`src/include/video_consts.svh`:
```
`ifndef VIDEO_CONSTS_SVH
`define VIDEO_CONSTS_SVH

////////////////////////////////////////////////////////////
// Switch codes
////////////////////////////////////////////////////////////
`define MODE_VGA    4'b0000
`define MODE_SVGA   4'b0001
`define MODE_720P   4'b0010
`define MODE_XGA    4'b0011
`define MODE_SXGA   4'b1000
`define MODE_CAMERA 4'b1001

////////////////////////////////////////////////////////////
// Raster sizes, 60 Hz figures
////////////////////////////////////////////////////////////
// 640x480
`define HPIX_VGA 11'd640
`define HFP_VGA  11'd16
`define HSW_VGA  11'd96
`define HBP_VGA  11'd48
`define VLIN_VGA 11'd480
`define VFP_VGA  11'd11
`define VSW_VGA  11'd2
`define VBP_VGA  11'd31

// 800x600
`define HPIX_SVGA 11'd800
`define HFP_SVGA  11'd40
`define HSW_SVGA  11'd128
`define HBP_SVGA  11'd88
`define VLIN_SVGA 11'd600
`define VFP_SVGA  11'd1
`define VSW_SVGA  11'd4
`define VBP_SVGA  11'd23

// 1024x768
`define HPIX_XGA 11'd1024
`define HFP_XGA  11'd24
`define HSW_XGA  11'd136
`define HBP_XGA  11'd160
`define VLIN_XGA 11'd768
`define VFP_XGA  11'd3
`define VSW_XGA  11'd6
`define VBP_XGA  11'd29

// 1280x720, also the fallback
`define HPIX_720P 11'd1280
`define HFP_720P  11'd110
`define HSW_720P  11'd40
`define HBP_720P  11'd220
`define VLIN_720P 11'd720
`define VFP_720P  11'd5
`define VSW_720P  11'd5
`define VBP_720P  11'd20

// 1280x1024
`define HPIX_SXGA 11'd1280
`define HFP_SXGA  11'd48
`define HSW_SXGA  11'd112
`define HBP_SXGA  11'd248
`define VLIN_SXGA 11'd1024
`define VFP_SXGA  11'd1
`define VSW_SXGA  11'd3
`define VBP_SXGA  11'd38

// Camera, 720p with trimmed sync
`define HPIX_CAMERA 11'd1280
`define HFP_CAMERA  11'd110
`define HSW_CAMERA  11'd39
`define HBP_CAMERA  11'd220
`define VLIN_CAMERA 11'd720
`define VFP_CAMERA  11'd4
`define VSW_CAMERA  11'd4
`define VBP_CAMERA  11'd22

////////////////////////////////////////////////////////////
// Control timing, in clk50m_bufg cycles
////////////////////////////////////////////////////////////
`define DEBOUNCE_CYCLES 8
`define SETTLE_CYCLES   16 // Same depth as an SRL16 delay

`endif

```
`src/design/video_pkg.sv`:
```
`default_nettype none

package video_pkg;

	// Pixel or line count, 11 bits covers every listed raster
	typedef logic [10:0] count_t;

	// Raw switch code, unlisted codes stay representable
	typedef logic [3:0] mode_t;

	// Cumulative thresholds, each counted from zero
	typedef struct packed {
		count_t hsblnk; // Last active pixel
		count_t hssync; // End of front porch
		count_t hesync; // End of sync pulse
		count_t heblnk; // Last pixel of the line
		count_t vsblnk; // Last active line
		count_t vssync;
		count_t vesync;
		count_t veblnk; // Last line of the frame
		logic   negative_sync; // 1 for active-low syncs
	} timing_t;

endpackage

`default_nettype wire

```
`src/design/mode_control.sv`:
```
`timescale 1ns/1ps
`default_nettype none

`include "video_consts.svh"

module mode_control (
	input  wire              clk50m_bufg,
	input  wire              reset,
	input  wire video_pkg::mode_t stable_code,
	output video_pkg::mode_t active_mode, // Mode the raster runs on
	output logic             restart      // Holds the raster at the origin
);
	import video_pkg::*;

	localparam int unsigned SETTLE_MAX = `SETTLE_CYCLES - 1;
	localparam int unsigned TMR_W      = $clog2(`SETTLE_CYCLES);

	typedef enum logic [1:0] {
		ST_RUN,
		ST_SETTLE,
		ST_LOAD
	} state_t;

	state_t            state;
	mode_t             pending;    // Code waiting for the settle period
	logic [TMR_W-1:0]  settle_tmr;

	////////////////////////////////////////////////////////////
	// Mode change sequencer
	////////////////////////////////////////////////////////////
	always_ff @(posedge clk50m_bufg) begin
		if (reset) begin
			state       <= ST_RUN;
			pending     <= `MODE_VGA;
			settle_tmr  <= '0;
			active_mode <= `MODE_VGA;
			restart     <= 1'b0;
		end else begin
			case (state)
				ST_RUN: begin
					if (stable_code != active_mode) begin
						state      <= ST_SETTLE;
						pending    <= stable_code;
						settle_tmr <= '0;
						restart    <= 1'b1; // Freeze raster while clocks would retune
					end
				end

				ST_SETTLE: begin
					if (stable_code != pending) begin
						pending    <= stable_code; // Code moved again, start over
						settle_tmr <= '0;
					end else if (settle_tmr == SETTLE_MAX[TMR_W-1:0]) begin
						state <= ST_LOAD;
					end else begin
						settle_tmr <= settle_tmr + 1'b1;
					end
				end

				ST_LOAD: begin
					active_mode <= pending; // New thresholds from here on
					restart     <= 1'b0;    // Raster starts at hcount 0 next cycle
					state       <= ST_RUN;
				end

				default: begin
					state   <= ST_RUN;
					restart <= 1'b0;
				end
			endcase
		end
	end

endmodule

`default_nettype wire

```
`src/design/mode_table.sv`:
```
`timescale 1ns/1ps
`default_nettype none

`include "video_consts.svh"

module mode_table (
	input  wire video_pkg::mode_t   active_mode,
	output video_pkg::timing_t      timing
);
	import video_pkg::*;

	// Builds the cumulative thresholds from porch and pulse sizes
	function automatic timing_t mode_timing(
		input count_t pix,
		input count_t hfp,
		input count_t hsw,
		input count_t hbp,
		input count_t lin,
		input count_t vfp,
		input count_t vsw,
		input count_t vbp,
		input logic   neg
	);
		timing_t t;
		t.hsblnk        = pix - 11'd1;
		t.hssync        = t.hsblnk + hfp;
		t.hesync        = t.hssync + hsw;
		t.heblnk        = t.hesync + hbp;
		t.vsblnk        = lin - 11'd1;
		t.vssync        = t.vsblnk + vfp;
		t.vesync        = t.vssync + vsw;
		t.veblnk        = t.vesync + vbp;
		t.negative_sync = neg;
		return t;
	endfunction

	////////////////////////////////////////////////////////////
	// Mode lookup
	////////////////////////////////////////////////////////////
	always_comb begin
		case (active_mode)
			`MODE_VGA: // Negative syncs
				timing = mode_timing(`HPIX_VGA, `HFP_VGA, `HSW_VGA, `HBP_VGA,
					`VLIN_VGA, `VFP_VGA, `VSW_VGA, `VBP_VGA, 1'b1);
			`MODE_SVGA:
				timing = mode_timing(`HPIX_SVGA, `HFP_SVGA, `HSW_SVGA, `HBP_SVGA,
					`VLIN_SVGA, `VFP_SVGA, `VSW_SVGA, `VBP_SVGA, 1'b0);
			`MODE_XGA: // Negative syncs
				timing = mode_timing(`HPIX_XGA, `HFP_XGA, `HSW_XGA, `HBP_XGA,
					`VLIN_XGA, `VFP_XGA, `VSW_XGA, `VBP_XGA, 1'b1);
			`MODE_SXGA:
				timing = mode_timing(`HPIX_SXGA, `HFP_SXGA, `HSW_SXGA, `HBP_SXGA,
					`VLIN_SXGA, `VFP_SXGA, `VSW_SXGA, `VBP_SXGA, 1'b0);
			`MODE_CAMERA:
				timing = mode_timing(`HPIX_CAMERA, `HFP_CAMERA, `HSW_CAMERA,
					`HBP_CAMERA, `VLIN_CAMERA, `VFP_CAMERA, `VSW_CAMERA,
					`VBP_CAMERA, 1'b0);
			default: // 720p, also catches unlisted codes
				timing = mode_timing(`HPIX_720P, `HFP_720P, `HSW_720P, `HBP_720P,
					`VLIN_720P, `VFP_720P, `VSW_720P, `VBP_720P, 1'b0);
		endcase
	end

endmodule

`default_nettype wire

```
`src/design/raster_counter.sv`:
```
`timescale 1ns/1ps
`default_nettype none

module raster_counter (
	input  wire                   clk50m_bufg,
	input  wire                   reset,
	input  wire                   restart, // Hold at the origin
	input  wire video_pkg::timing_t timing,
	output video_pkg::count_t     hcount,
	output video_pkg::count_t     vcount,
	output logic                  hblnk,
	output logic                  vblnk,
	output logic                  hsync_raw, // Active high, polarity applied later
	output logic                  vsync_raw
);
	import video_pkg::*;

	count_t hcount_next;
	count_t vcount_next;
	logic   line_end;
	logic   frame_end;

	assign line_end  = (hcount == timing.heblnk);
	assign frame_end = (vcount == timing.veblnk);

	// Next position, line wraps drive the vertical count
	always_comb begin
		hcount_next = line_end ? '0 : hcount + 11'd1;
		vcount_next = vcount;
		if (line_end) begin
			vcount_next = frame_end ? '0 : vcount + 11'd1;
		end
	end

	always_ff @(posedge clk50m_bufg) begin
		if (reset || restart) begin
			hcount <= '0;
			vcount <= '0;
		end else begin
			hcount <= hcount_next;
			vcount <= vcount_next;
		end
	end

	////////////////////////////////////////////////////////////
	// Threshold compares
	////////////////////////////////////////////////////////////
	assign hblnk     = (hcount > timing.hsblnk);
	assign hsync_raw = (hcount > timing.hssync) && (hcount <= timing.hesync);
	assign vblnk     = (vcount > timing.vsblnk);
	assign vsync_raw = (vcount > timing.vssync) && (vcount <= timing.vesync);

endmodule

`default_nettype wire

```
`src/design/switch_debouncer.sv`:
```
`timescale 1ns/1ps
`default_nettype none

`include "video_consts.svh"

module switch_debouncer (
	input  wire              clk50m_bufg,
	input  wire              reset,
	input  wire video_pkg::mode_t switches, // Straight from the pins, asynchronous
	output video_pkg::mode_t stable_code
);
	import video_pkg::*;

	localparam int unsigned HOLD_MAX = `DEBOUNCE_CYCLES - 1;
	localparam int unsigned CNT_W    = $clog2(`DEBOUNCE_CYCLES);

	mode_t             sync_s1; // Metastability stage
	mode_t             sync_s2;
	mode_t             sample;  // Code being timed
	logic [CNT_W-1:0]  hold_cnt;

	// Two flop synchronizer
	always_ff @(posedge clk50m_bufg) begin
		if (reset) begin
			sync_s1 <= `MODE_VGA;
			sync_s2 <= `MODE_VGA;
		end else begin
			sync_s1 <= switches;
			sync_s2 <= sync_s1;
		end
	end

	// Any change restarts the hold count
	always_ff @(posedge clk50m_bufg) begin
		if (reset) begin
			sample      <= `MODE_VGA;
			hold_cnt    <= '0;
			stable_code <= `MODE_VGA;
		end else if (sync_s2 != sample) begin
			sample   <= sync_s2; // Bounce or real edge, start timing
			hold_cnt <= '0;
		end else if (hold_cnt == HOLD_MAX[CNT_W-1:0]) begin
			stable_code <= sample; // Held long enough
		end else begin
			hold_cnt <= hold_cnt + 1'b1;
		end
	end

endmodule

`default_nettype wire

```
`src/design/sync_output.sv`:
```
`timescale 1ns/1ps
`default_nettype none

module sync_output (
	input  wire  clk50m_bufg,
	input  wire  reset,
	input  wire  hblnk,
	input  wire  vblnk,
	input  wire  hsync_raw,
	input  wire  vsync_raw,
	input  wire  negative_sync, // From the mode table
	output logic hsync,
	output logic vsync,
	output logic de
);

	logic hsync_q; // First alignment stage
	logic vsync_q;
	logic de_q;

	// Two register delay, outputs line up with the pixel pipe
	always_ff @(posedge clk50m_bufg) begin
		if (reset) begin
			hsync_q <= negative_sync; // Inactive level
			vsync_q <= negative_sync;
			de_q    <= 1'b0;
			hsync   <= negative_sync;
			vsync   <= negative_sync;
			de      <= 1'b0;
		end else begin
			hsync_q <= hsync_raw ^ negative_sync;
			vsync_q <= vsync_raw ^ negative_sync;
			de_q    <= !hblnk && !vblnk; // Active area only
			hsync   <= hsync_q;
			vsync   <= vsync_q;
			de      <= de_q;
		end
	end

endmodule

`default_nettype wire

```
`src/design/video_timing_top.sv`:
```
`timescale 1ns/1ps
`default_nettype none

module video_timing_top (
	input  wire              clk50m_bufg, // Stands in for the pixel clock
	input  wire              reset,
	input  wire video_pkg::mode_t switches,
	output logic             hsync,
	output logic             vsync,
	output logic             de
);
	import video_pkg::*;

	mode_t   stable_code;
	mode_t   active_mode;
	logic    restart;
	timing_t timing;
	logic    hblnk;
	logic    vblnk;
	logic    hsync_raw;
	logic    vsync_raw;

	////////////////////////////////////////////////////////////
	// Mode selection
	////////////////////////////////////////////////////////////
	switch_debouncer u_debouncer (
		.clk50m_bufg (clk50m_bufg),
		.reset       (reset),
		.switches    (switches),
		.stable_code (stable_code)
	);

	mode_control u_mode_control (
		.clk50m_bufg (clk50m_bufg),
		.reset       (reset),
		.stable_code (stable_code),
		.active_mode (active_mode),
		.restart     (restart)
	);

	mode_table u_mode_table (
		.active_mode (active_mode),
		.timing      (timing)
	);

	////////////////////////////////////////////////////////////
	// Raster and sync generation
	////////////////////////////////////////////////////////////
	raster_counter u_raster (
		.clk50m_bufg (clk50m_bufg),
		.reset       (reset),
		.restart     (restart),
		.timing      (timing),
		.hcount      (), // Kept for a later pixel data path
		.vcount      (),
		.hblnk       (hblnk),
		.vblnk       (vblnk),
		.hsync_raw   (hsync_raw),
		.vsync_raw   (vsync_raw)
	);

	sync_output u_sync_out (
		.clk50m_bufg   (clk50m_bufg),
		.reset         (reset),
		.hblnk         (hblnk),
		.vblnk         (vblnk),
		.hsync_raw     (hsync_raw),
		.vsync_raw     (vsync_raw),
		.negative_sync (timing.negative_sync),
		.hsync         (hsync),
		.vsync         (vsync),
		.de            (de)
	);

endmodule

`default_nettype wire

```
`config.mk`:
```
export PLATFORM = sky130hd
export DESIGN_NAME = video_timing_top
export DESIGN_NICKNAME = d
export VERILOG_FILES = /design/src/design/video_pkg.sv /design/src/design/mode_control.sv /design/src/design/mode_table.sv /design/src/design/raster_counter.sv /design/src/design/switch_debouncer.sv /design/src/design/sync_output.sv /design/src/design/video_timing_top.sv
export VERILOG_INCLUDE_DIRS = /design/src /design/src/include
export SDC_FILE = /design/constraint.sdc
export NUM_CORES = 1
export LEC_CHECK = 0
export BUFFER_PORTS_ARGS = -buffer_cell sky130_fd_sc_hd__clkbuf_2
export CORE_ASPECT_RATIO = 0.8
export CORE_UTILIZATION = 45
export CTS_CLUSTER_DIAMETER = 120
export DETAILED_ROUTE_END_ITERATION = 7
export GPL_ROUTABILITY_DRIVEN = 1
export SYNTH_ARGS = -nofsm -noshare
export SYNTH_HDL_FRONTEND = slang
export SYNTH_SLANG_ARGS = --single-unit
```
`constraint.sdc`:
```
create_clock -name clk50m_bufg -period 5.2 [get_ports clk50m_bufg]
set_input_delay 0.52 -clock clk50m_bufg [delete_from_list [all_inputs] [get_ports clk50m_bufg]]
set_output_delay 0.52 -clock clk50m_bufg [all_outputs]
set_load 0.01 [all_outputs]
```
==> Yosys cells after proc, flatten, opt, wreduce, memory -nomap -nowiden <==
Index checks and enable logic that the tools add are counted.
{ "word_totals": {"wordCells": 85, "ff_bits": 62, "out_inout_bits": 3, "inputBits": 6} }
{ "op_classes": {"n_addsub": 4, "muxes": 19, "eq_ne": 18, "bitwise_logic": 4, "n_reduce_logical": 16, "magnitude_cmp": 6} }
{ "ops": {"columns": ["cell", "count"], "rows": [
  ["$pmux 89 s5", 1],
  ["$gt 11x11->1", 4],
  ["$add 11x1->11 const B", 2],
  ["$eq 11x11->1", 2],
  ["$le 11x11->1", 2],
  ["$mux 4", 5],
  ["$pmux 4 s2", 2],
  ["$eq 4x4->1 const B", 3],
  ["$ne 4x4->1", 3],
  ["$mux 11", 1],
  ["$reduce_and 3->1", 3],
  ["$mux 2", 3],
  ["$ne 2x1->1 const B", 3],
  ["$mux 1", 5],
  ["$add 4x1->4 const B", 1],
  ["$eq 4x1->1 const B", 1],
  ["$eq 4x2->1 const B", 1],
  ["$logic_not 4->1", 1],
  ["$pmux 2 s2", 1],
  ["$reduce_and 2->1", 2],
  ["$reduce_or 2->1", 2],
  ["$add 3x1->3 const B", 1],
  ["$eq 3x3->1 const B", 1],
  ["$logic_and 1x1->1", 3],
  ["other kinds (11)", 14]
]} }

==> Longest topological paths before layout <==
Gate-level depths: netlist (run 1).
{ "depth": {"depth_word": 6, "mapped_depth": 14, "mapped_depth_nobuf": 13} }

==> Cells and area by module <==
From an unflattened synthesis (run 1), not the netlist that was laid out.
{ "unflattened": {"hier_cells": 639, "hier_area_um2": 5247.5} }
{ "modules_own_cells": {"columns": ["mod", "n_inst", "area_per_inst_um2", "cells_each"], "rows": [
  ["raster_counter", 1, 2890.3, 372],
  ["mode_control", 1, 747.0, 81],
  ["mode_table", 1, 744.5, 108],
  ["switch_debouncer", 1, 681.9, 61],
  ["sync_output", 1, 183.9, 17]
]} }

==> Worst setup path before layout (run 1) <==
No wires, ideal clock.
{ "synth_path": {"kind": "register to register", "from": "register u_mode_control.active_mode[3]", "to": "register u_raster.vcount[7]", "t_arrival_ns": 2.875, "path_buffers": 3, "setup_time_ns": 0.073, "required_ns": 5.127, "path_stages_with_launch": 11, "path_slack_ns": 2.252, "path_cell_list": "dfxtp_1 -> buf_2 -> buf_1 -> nand3_1 -> ha_1 -> nand4_1 -> a311o_1 -> or3_4 -> buf_6 -> or4_1 -> a21oi_1"} }
{ "synth_via": {"elab_chain_len": 4, "word_cells_on_any_way": 9, "cone_classes": "eq/ne (6); mux (2); reduce/logical (1)"} }
{ "synth_lines": {"columns": ["element", "line", "rtl"], "rows": [
  ["start, declared", "mode_control.sv:10", "output video_pkg::mode_t active_mode,"],
  ["start signal, assigned", "mode_control.sv:36", "active_mode <= `MODE_VGA;"],
  ["start signal, assigned", "mode_control.sv:61", "active_mode <= pending;"],
  ["$eq 4x4->1 (tied with other cells)", "mode_table.sv:41", "case (active_mode)"],
  ["$pmux 89 s5 *", "mode_table.sv:41", null],
  ["$eq 11x11->1", "raster_counter.sv:24", "assign frame_end = (vcount == timing.veblnk);"],
  ["$mux 11", "raster_counter.sv:31", "vcount_next = frame_end ? '0 : vcount + 11'd1;"],
  ["end signal, assigned", "raster_counter.sv:41", "vcount <= vcount_next;"],
  ["end, declared", "raster_counter.sv:10", "output video_pkg::count_t vcount,"]
]} }
Every way passes the cells marked *; elsewhere a longest branch is shown, timed or not.
A chain may end at the register's enable or synchronous reset.

==> Worst setup path in the final report (run 1) <==
{ "layout_path": {"from": "register u_mode_control.active_mode[0]", "to": "register u_sync_out.vsync_q"} }
{ "layout_via": {"elab_chain_len": 6, "word_cells_on_any_way": 11, "cone_classes": "order compare (2); eq/ne (4); mux (2); bitwise (1); reduce/logical (2)"} }
{ "layout_lines": {"columns": ["element", "line", "rtl"], "rows": [
  ["$eq 4x4->1 (tied with other cells)", "mode_table.sv:41", null],
  ["$pmux 89 s5 *", "mode_table.sv:41", null],
  ["$gt 11x11->1 / $le 11x11->1 (equally long branches)", "raster_counter.sv:51", "assign vsync_raw = (vcount > timing.vssync) && (vcount <= timing.vesync);"],
  ["$logic_and 1x1->1", "raster_counter.sv:51", null],
  ["$xor 1x1->1", "sync_output.sv:32", "vsync_q <= vsync_raw ^ negative_sync;"],
  ["$mux 1 *", "sync_output.sv:23", "if (reset) begin"],
  ["end signal, assigned", "sync_output.sv:25", "vsync_q <= negative_sync;"],
  ["end signal, assigned", "sync_output.sv:32", null],
  ["end, declared", "sync_output.sv:18", "logic vsync_q;"]
]} }
Marks and branches as above.

==> impl_metrics.prom, run 1 <==
# TYPE chip_impl_metric gauge
chip_impl_info{name="status",value="complete, no violations"} 1
chip_impl_metric{name="grt_max_degree",unit=""} 38
chip_impl_metric{name="rows",unit=""} 30
chip_impl_metric{name="report.power.total",unit="mW"} 0.951
chip_impl_metric{name="via_count",unit=""} 3308
chip_impl_metric{name="maximum_fanout_along_the_worst_path",unit=""} 19
chip_impl_metric{name="final.hold.worst_slack",unit="ps"} 380
chip_impl_metric{name="postCtsSetupRepairBufs",unit=""} 0
chip_impl_metric{name="timing.fmax",unit="GHz"} 0.252
chip_impl_metric{name="first_global_vias",unit=""} 3082
chip_impl_metric{name="die_height",unit="um"} 85.6
chip_impl_metric{name="worst_path_largest_cell_delay",unit="ps"} 750
chip_impl_metric{name="vias_per_cell",unit=""} 5.65
chip_impl_metric{name="drive_above_1_share",unit=""} 0.0698
chip_impl_metric{name="irDropWorstVdd",unit="V"} 0.000115
chip_impl_metric{name="timing.critical_path.required",unit="ps"} 5440
chip_impl_metric{name="antenna_found_initial",unit=""} 0
chip_impl_metric{name="clk_latency",unit="ps"} 350
chip_impl_metric{name="dr.pass1.iters",unit=""} 6
chip_impl_metric{name="grt_first_pass_wirelength",unit="um"} 15500
chip_impl_metric{name="setup_viol",unit=""} 0
chip_impl_info{name="yosysMostFrequentCell",value="dfxtp_1"} 1
chip_impl_metric{name="cts.repair.resized",unit=""} 0
chip_impl_metric{name="worst_margin_slew",unit="ps"} 804
chip_impl_metric{name="cap_violations",unit=""} 0
chip_impl_metric{name="groute.usage.overall",unit=""} 0.219
chip_impl_info{name="timing.critical_path.mode_cell",value="a21oi_1"} 1
chip_impl_metric{name="avgRoutedWirePerCell",unit="um"} 15.6
chip_impl_metric{name="antenna_cells",unit=""} 0
chip_impl_metric{name="grt-ovfl-total",unit=""} 0
chip_impl_metric{name="post_synth_num_cell_types",unit=""} 55
chip_impl_metric{name="yosysTopAreaCellShare",unit=""} 0.315
chip_impl_metric{name="cts.sink_count",unit=""} 62
chip_impl_metric{name="reg2regPathDepth",unit=""} 13
chip_impl_info{name="rsz0062_at_grt",value="no"} 1
chip_impl_metric{name="dp_hpwl",unit="um"} 6570
chip_impl_metric{name="drt-initial-drc-count",unit=""} 189
chip_impl_metric{name="nets",unit=""} 515
chip_impl_metric{name="cp_bufs_invs",unit=""} 2
chip_impl_metric{name="ys.warnings.count",unit=""} 0
chip_impl_metric{name="leakage_power",unit="nW"} 1.92
chip_impl_info{name="top_post_synthesis_cells_by_area",value="dfxtp_1, ha_1, xor2_1"} 1
chip_impl_info{name="cpLargestDelayFamily",value="compound AO/OA/AOI/OAI gates"} 1
chip_impl_metric{name="cts-hold-fix-buffers",unit=""} 0
chip_impl_metric{name="synth-seq-cells",unit=""} 62
chip_impl_metric{name="number_of_nets_produced_by_synthesis",unit=""} 514
chip_impl_info{name="cts_tree",value="done"} 1
chip_impl_metric{name="power-per-cell-area",unit="nW/um^2"} 225
chip_impl_metric{name="syn_area",unit="um^2"} 3940
chip_impl_info{name="synth_area_leader_cell",value="dfxtp_1"} 1
chip_impl_info{name="regToRegEndpoint",value="u_sync_out.vsync_q"} 1
chip_impl_metric{name="synthToLayoutAreaGrowth",unit="%"} 7.54
chip_impl_metric{name="clk_transition_reported_paths",unit="ps"} 70
chip_impl_metric{name="final_period_minus_worst_setup_slack",unit="ps"} 3970
chip_impl_info{name="holdPathEnd",value="u_debouncer.sync_s1[3]"} 1
chip_impl_info{name="crit_path_cell_trace",value="nor2b_1 > nor3_1 > inv_1 > a21oi_1 > inv_1 > ha_1 > a21oi_1 > nor2b_1 > o21ai_0 > nand2_1 > o311ai_0 > a21oi_1 > xnor2_1"} 1
chip_impl_metric{name="post_synth_inst_count",unit=""} 467
chip_impl_info{name="start_kind",value="flop"} 1
chip_impl_info{name="cell_with_the_largest_stage_delay_on_the_worst_path",value="dfxtp_1"} 1
chip_impl_metric{name="port_buffers",unit=""} 8
chip_impl_metric{name="start_util",unit=""} 0.464
chip_impl_metric{name="floorplan.die.width",unit="um"} 107
chip_impl_metric{name="slew_margin_rel",unit=""} 0.463
chip_impl_info{name="holdCritPathClass",value="primary input to flop"} 1
chip_impl_info{name="min-delay-start",value="switches[3]"} 1
chip_impl_metric{name="edff_count_synth",unit=""} 0
chip_impl_metric{name="setup_total_negative_slack",unit="ps"} 0
chip_impl_metric{name="timing.hold.worst_path_depth",unit=""} 2
chip_impl_metric{name="critical_path_arrival",unit="ps"} 4210
chip_impl_metric{name="worst-r2r-setup-slack",unit="ps"} 1230
chip_impl_metric{name="cts-htree-levels",unit=""} 3
chip_impl_info{name="post_synth_most_frequent_cells",value="dfxtp_1, nor2_1, ha_1, nand2_1, inv_1"} 1
chip_impl_metric{name="synth_seq_area_share",unit=""} 0.315
chip_impl_metric{name="synth.avg_cell_area",unit="um^2"} 8.43
chip_impl_metric{name="gp_routability_congestion",unit=""} 0.872
chip_impl_metric{name="routed_wirelength",unit="um"} 9110
chip_impl_info{name="cp-end-kind",value="flop"} 1
chip_impl_metric{name="ys_async_sr_fraction",unit=""} 0
chip_impl_metric{name="number_of_hold_violations_in_the_final_report",unit=""} 0
chip_impl_info{name="crit_type",value="flop to flop"} 1
chip_impl_metric{name="buffer_depth_of_the_longest_clock_path",unit=""} 2
chip_impl_info{name="crit-reg2reg-launch",value="u_mode_control.active_mode[0]"} 1
chip_impl_info{name="ctsRootBufferMaster",value="clkbuf_8"} 1
chip_impl_metric{name="slew_viol_final",unit=""} 0
chip_impl_metric{name="ioPinCount",unit=""} 9
chip_impl_metric{name="drt.antenna.violating_nets",unit=""} 0
chip_impl_metric{name="core_region_area",unit="um^2"} 8480
chip_impl_metric{name="cts-buffers-inserted",unit=""} 9
chip_impl_info{name="ys.flop_type",value="dfxtp_1"} 1
chip_impl_metric{name="dieArea",unit="um^2"} 9120
chip_impl_metric{name="timing.final.crit_share",unit=""} 0.763
chip_impl_metric{name="worst_clock_skew",unit="ps"} 7.11
chip_impl_metric{name="drc",unit=""} 0
==> state kept, by name (all words and copies together), names as in the netlist <==
register	cells
u_raster.hcount	11
u_raster.vcount	11
u_debouncer.sample	4
u_debouncer.stable_code	4
u_debouncer.sync_s1	4
u_debouncer.sync_s2	4
u_mode_control.active_mode	4
u_mode_control.pending	4
u_mode_control.settle_tmr	4
u_debouncer.hold_cnt	3
u_mode_control.state	2
u_mode_control.restart	1
u_sync_out.de	1
u_sync_out.de_q	1
u_sync_out.hsync	1
u_sync_out.hsync_q	1
u_sync_out.vsync	1
u_sync_out.vsync_q	1
==> power breakdown <==
group / leakage, nW / switching [mW] / total, mW / internal [mW]
sequential: 0.504 / 0.00640 / 0.490 / 0.483
combinational: 1.31 / 0.0173 / 0.0295 / 0.0122
clock: 0.0996 / 0.209 / 0.432 / 0.223
total: 1.92 / 0.233 / 0.951 / 0.718
==> metal layers <==
layer,vias to the layer above,share of wire,GRT usage
met4,0,0.024,0.0897
met2,104,0.40,0.306
met3,20,0.074,0.0616
met5,-,0,0
met1,1518,0.50,0.314
li1,1666,-,-
==> worst max path at each step <==
stage / start / end / slack [ps] / cells past startpoint
6_report: u_mode_control.active_mode[0] / u_sync_out.vsync_q / 1230 / 13
5_1_grt: u_mode_control.active_mode[0] / u_sync_out.vsync_q / 810 / 13
4_1_cts: u_mode_control.active_mode[0] / u_sync_out.vsync_q / 1300 / 13
3_5_place_dp: u_mode_control.active_mode[0] / u_sync_out.vsync_q / 1340 / 13
3_3_place_gp: u_mode_control.active_mode[0] / u_sync_out.vsync_q / 1420 / 13
2_1_floorplan: u_mode_control.active_mode[3] / u_raster.vcount[7] / 2250 / 10
==> cell usage in the layout (no fill, tap or decap), types with 7 or more instances in the layout <==
master,count
nand3_1,19
nor2_1,48
nand4_1,8
nor2b_1,21
nor3_1,8
clkbuf_8,9
dfxtp_1,62
clkbuf_2,8
xnor2_1,13
nand2_1,30
mux2i_1,16
xor2_1,21
a21oi_1,26
inv_1,28
ha_1,41
o21ai_0,14
a21o_1,7
==> worst register-to-register path, delay by kind of cell (launching register included) <==
kind / cells / cell delay, ps
AO/OA/AOI/OAI: 5 / 1290
flip-flops: 1 / 750
XOR/XNOR: 1 / 140
buffers and inverters: 2 / 460
adder cells (fa/ha/maj): 1 / 340
AND/OR/NAND/NOR: 4 / 880
==> area by class of cell <==
type / count / area, um^2
fillers: 835 / 4250
multi-input cells: 357 / 2490
flip-flops and latches: 62 / 1240
well taps: 112 / 140
clock buffers: 9 / 124
inverters: 28 / 105
clock inverters: 7 / 73.8
repair buffers: 10 / 55.1
==> metrics by stage <==
stage / setup WS [ps] / area [um^2] / std cells / utilization
3_3_place_gp: 1420 / 4030 / 569 / 0.476
4_1_cts: 1300 / 4230 / 585 / 0.499
2_1_floorplan: 2250 / 3940 / 467 / -
5_1_grt: 805 / 4230 / 585 / 0.499
6_report: 1230 / 4230 / 585 / 0.499
3_5_place_dp: 1340 / 4030 / 569 / 0.476
==> kinds of logic after synthesis <==
group                      Yosys count  share of synthesized area
AOI/OAI and AO/OA                   90                      0.152
xor gates and xnor gates            34                     0.0757
adders and majority gates           43                      0.135
buffers and inverters               48                     0.0512
DFF                                 62                      0.315
muxes                               16                     0.0407
and+or+nand+nor                    174                      0.230
Note: power is estimated with default switching activity, not from simulation.
==> inputs of run 2 (changes only) <==
- ABC_AREA: unset -> 1
- clock period: 5.2 -> 3.8 ns (I/O delays scaled with it)
==> run 2 against run 1 <==
Net effect: sequential power rose by 37%; non-clock buffer count fell by 2; hold slack got worse by 160 ps; die area rose by 4.2%; combinational power rose by 46%; routed wire length up 6.9%; synthesized area up 4.3%; sequential share of layout area is 2.1 points lower; clock-buffer cell count unchanged; global-route usage is 0.85 points higher; cell area grew 7.6%; clock power up 110%; critical path type unchanged; critical endpoint is now u_raster.hcount[2]; largest power group is now the clock network.
==> impl_metrics.prom, run 2 <==
# TYPE chip_impl_metric gauge
chip_impl_info{name="status",value="complete, no violations"} 1
chip_impl_metric{name="ys.warnings.count",unit=""} 0
chip_impl_metric{name="worst_slack",unit="ps"} 1080
chip_impl_metric{name="cts-hold-fix-buffers",unit=""} 0
chip_impl_info{name="post_synth_most_frequent_cells",value="nand2_1, inv_1, nor2_1, dfxtp_1, nand3_1"} 1
chip_impl_metric{name="final_design_area_no_fill",unit="um^2"} 4550
chip_impl_metric{name="dp_slack",unit="ps"} 1090
chip_impl_metric{name="synth.avg_cell_area",unit="um^2"} 6.82
chip_impl_info{name="holdPathEnd",value="u_debouncer.sync_s1[2]"} 1
chip_impl_info{name="top_post_synthesis_cells_by_area",value="dfxtp_1, nand2_1, ha_1"} 1
chip_impl_metric{name="dp_cells",unit=""} 710
chip_impl_metric{name="final.hold.worst_slack",unit="ps"} 225
chip_impl_metric{name="synth_compound_gate_area_share",unit=""} 0.0762
chip_impl_metric{name="postCtsSetupRepairBufs",unit=""} 0
chip_impl_metric{name="setup_viol",unit=""} 0
chip_impl_metric{name="routed_wirelength",unit="um"} 9740
chip_impl_metric{name="port_buffers",unit=""} 8
chip_impl_info{name="cp-end-kind",value="flop"} 1
chip_impl_info{name="ctsRootBufferMaster",value="clkbuf_16"} 1
chip_impl_metric{name="worst_margin_slew",unit="ps"} 879
chip_impl_metric{name="post_synth_num_cell_types",unit=""} 35
chip_impl_metric{name="ioPinCount",unit=""} 9
chip_impl_metric{name="report.power.total",unit="mW"} 1.61
chip_impl_metric{name="nets",unit=""} 656
chip_impl_metric{name="critical_path_arrival",unit="ps"} 2920
chip_impl_metric{name="first_global_vias",unit=""} 3302
chip_impl_metric{name="drive_above_1_share",unit=""} 0.0700
chip_impl_metric{name="cts-buffers-inserted",unit=""} 9
chip_impl_info{name="crit-reg2reg-launch",value="u_mode_control.active_mode[0]"} 1
chip_impl_info{name="mostFrequentLayoutCells",value="nand2_1, inv_1, nor2_1, dfxtp_1, nand3_1"} 1
chip_impl_metric{name="worst-r2r-setup-slack",unit="ps"} 1080
chip_impl_metric{name="rows",unit=""} 30
chip_impl_metric{name="drt.antenna.violating_nets",unit=""} 0
chip_impl_metric{name="drc",unit=""} 0
chip_impl_info{name="final_common_cell",value="nand2_1"} 1
chip_impl_metric{name="number_of_nets_produced_by_synthesis",unit=""} 649
chip_impl_metric{name="gp_routability_congestion",unit=""} 0.892
chip_impl_metric{name="place_area",unit="um^2"} 4230
chip_impl_metric{name="worst_path_largest_cell_delay",unit="ps"} 640
chip_impl_metric{name="vias_per_cell",unit=""} 5.03
chip_impl_metric{name="core_region_area",unit="um^2"} 8670
chip_impl_metric{name="cts-htree-levels",unit=""} 3
chip_impl_info{name="biggestRegsByFlops",value="u_raster.hcount: 11 flops, u_raster.vcount: 11 flops"} 1
chip_impl_metric{name="antenna_cells",unit=""} 0
chip_impl_info{name="start_kind",value="flop"} 1
chip_impl_info{name="ys.flop_type",value="dfxtp_1"} 1
chip_impl_metric{name="timing.hold.worst_path_depth",unit=""} 3
chip_impl_metric{name="buffer_depth_of_the_longest_clock_path",unit=""} 2
chip_impl_info{name="holdCritPathClass",value="primary input to flop"} 1
chip_impl_metric{name="maximum_fanout_along_the_worst_path",unit=""} 12
chip_impl_metric{name="power.share.clock",unit=""} 0.558
chip_impl_info{name="cpLargestDelayFamily",value="simple AND/OR/NAND/NOR gates"} 1
chip_impl_info{name="cell_with_the_largest_stage_delay_on_the_worst_path",value="dfxtp_1"} 1
chip_impl_metric{name="layoutNonFillerInstCount",unit=""} 726
chip_impl_metric{name="slew_margin_rel",unit=""} 0.408
chip_impl_info{name="timing.critical_path.mode_cell",value="nand2_1"} 1
chip_impl_metric{name="power_switching",unit="mW"} 0.355
chip_impl_metric{name="grt_max_degree",unit=""} 25
chip_impl_metric{name="comb_power_share",unit=""} 0.027
chip_impl_metric{name="dr.pass1.iters",unit=""} 6
chip_impl_metric{name="via_count",unit=""} 3649
chip_impl_metric{name="swShare",unit=""} 0.220
chip_impl_metric{name="floorplan.die.width",unit="um"} 109
chip_impl_metric{name="grt-ovfl-total",unit=""} 0
chip_impl_metric{name="timing.final.crit_share",unit=""} 0.716
chip_impl_metric{name="groute.usage.overall",unit=""} 0.228
chip_impl_info{name="regToRegEndpoint",value="u_raster.hcount[2]"} 1
chip_impl_metric{name="edff_count_synth",unit=""} 0
chip_impl_metric{name="start_util",unit=""} 0.473
chip_impl_metric{name="cap_violations",unit=""} 0
chip_impl_metric{name="cp_bufs_invs",unit=""} 1
chip_impl_metric{name="post_synth_inst_count",unit=""} 602
chip_impl_metric{name="leakage_power",unit="nW"} 2.26
chip_impl_metric{name="grt_first_pass_wirelength",unit="um"} 16300
chip_impl_metric{name="drt-initial-drc-count",unit=""} 187
chip_impl_metric{name="avgRoutedWirePerCell",unit="um"} 13.4
chip_impl_info{name="min-delay-start",value="switches[2]"} 1
chip_impl_metric{name="post_synth_and_or_nand_nor_area_fraction",unit=""} 0.341
chip_impl_info{name="synth_top_family_by_area",value="simple AND/OR/NAND/NOR gates"} 1
chip_impl_metric{name="yosys.area_share.adder",unit=""} 0.125
chip_impl_metric{name="clk_transition_reported_paths",unit="ps"} 60
chip_impl_metric{name="internal_power",unit="mW"} 1.26
chip_impl_info{name="cts_tree",value="done"} 1
chip_impl_metric{name="xor_xnor_share_of_the_synthesized_area",unit=""} 0.0598
chip_impl_metric{name="synth_seq_area_share",unit=""} 0.303
chip_impl_metric{name="synthToLayoutAreaGrowth",unit="%"} 11.0
chip_impl_metric{name="syn_area",unit="um^2"} 4100
chip_impl_metric{name="power-per-cell-area",unit="nW/um^2"} 354
chip_impl_info{name="yosysMostFrequentCell",value="nand2_1"} 1
chip_impl_metric{name="clk_latency",unit="ps"} 340
chip_impl_metric{name="setup_total_negative_slack",unit="ps"} 0
chip_impl_metric{name="slew_viol_final",unit=""} 0
chip_impl_metric{name="die_height",unit="um"} 87.4
chip_impl_metric{name="dieArea",unit="um^2"} 9510
chip_impl_metric{name="final_period_minus_worst_setup_slack",unit="ps"} 2720
chip_impl_metric{name="irDropWorstVdd",unit="V"} 0.000263
chip_impl_metric{name="antenna_found_initial",unit=""} 0
chip_impl_metric{name="final_core_util",unit=""} 0.525
chip_impl_metric{name="ys_async_sr_fraction",unit=""} 0
chip_impl_info{name="rsz0062_at_grt",value="no"} 1
chip_impl_metric{name="p_seq_frac",unit=""} 0.415
chip_impl_metric{name="synth-seq-cells",unit=""} 62
chip_impl_metric{name="reg2regPathDepth",unit=""} 9
chip_impl_info{name="synth_area_leader_cell",value="dfxtp_1"} 1
chip_impl_info{name="crit_type",value="flop to flop"} 1
chip_impl_metric{name="timing.fmax",unit="GHz"} 0.368
chip_impl_metric{name="timing.critical_path.required",unit="ps"} 4000
chip_impl_metric{name="cts.sink_count",unit=""} 62
chip_impl_metric{name="yosysTopAreaCellShare",unit=""} 0.303
chip_impl_metric{name="crit_path_depth",unit=""} 9
chip_impl_metric{name="dp_hpwl",unit="um"} 7340
chip_impl_metric{name="worst_clock_skew",unit="ps"} 6.36
chip_impl_info{name="crit_path_cell_trace",value="inv_1 > nor2_1 > nand2_1 > ha_1 > nand2_1 > nor2_1 > nand3b_1 > nand2_1 > nor3_1"} 1
chip_impl_metric{name="cts.repair.resized",unit=""} 0
chip_impl_metric{name="synthMuxAreaShare",unit=""} 0
chip_impl_metric{name="number_of_hold_violations_in_the_final_report",unit=""} 0
==> run 2: cell types whose count changed in the layout (fill, tap and decap cells not counted), moves of 16 or more <==
cell / change
inv_1: +56
mux2i_1: -16
nand3_1: +33
nor2_1: +19
nor2b_1: -20
nand2_1: +114
==> run 2: power by group through the flow <==
stage	logic, mW	registers [mW]	clock network, mW
floorplan	0.0316	0.683	0
global placement	0.0420	0.684	0
detailed placement	0.0429	0.685	0
CTS	0.0435	0.670	0.920
global route	0.0506	0.672	0.943
finish	0.0431	0.671	0.900
==> run 2: area by class of cell <==
cell class	count	area (um^2)
clock buffer	9	225
multi-input combinational	439	2470
tap	112	140
clock inverter	7	104
fill	881	4120
timing repair buffer	8	40.0
inverter	89	334
sequential	62	1240
==> run 2: worst max-delay path by stage <==
stage | start | end
after floorplan | u_mode_control.active_mode[2] | u_sync_out.vsync_q
after global placement | u_mode_control.active_mode[0] | u_raster.hcount[3]
after detailed placement | u_mode_control.active_mode[0] | u_raster.hcount[3]
after CTS | u_mode_control.active_mode[0] | u_raster.hcount[2]
after global routing | u_mode_control.active_mode[0] | u_raster.hcount[2]
final | u_mode_control.active_mode[0] | u_raster.hcount[2]
==> run 2: worst register-to-register path: stages (launching register included) <==
cell and delay, ps:
dfxtp_1 640, inv_1 140, nor2_1 170, nand2_1 130, ha_1 300, nand2_1 80
nor2_1 150, nand3b_1 400, nand2_1 500, nor3_1 100
==> run 2: layer usage <==
layer | routed length [um] | global-route usage | part of all wire | vias up
met5 | 0 | 0 | 0 | -
met4 | 158 | 0.0848 | 0.016 | 0
met3 | 597 | 0.0539 | 0.061 | 12
met2 | 4050 | 0.341 | 0.42 | 77
met1 | 4930 | 0.316 | 0.51 | 1621
li1 | - | - | - | 1939
==> run 2: cell families (layout without fill, tap and decap cells) <==
| family | after synthesis | count (layout) |
|---|---|---|
| AND/OR/NAND/NOR | 312 | 312 |
| buffers and inverters | 101 | 113 |
| flip-flops | 62 | 62 |
| AO/OA/AOI/OAI | 58 | 58 |
| adder cells (fa/ha/maj) | 41 | 41 |
| XOR/XNOR | 28 | 28 |
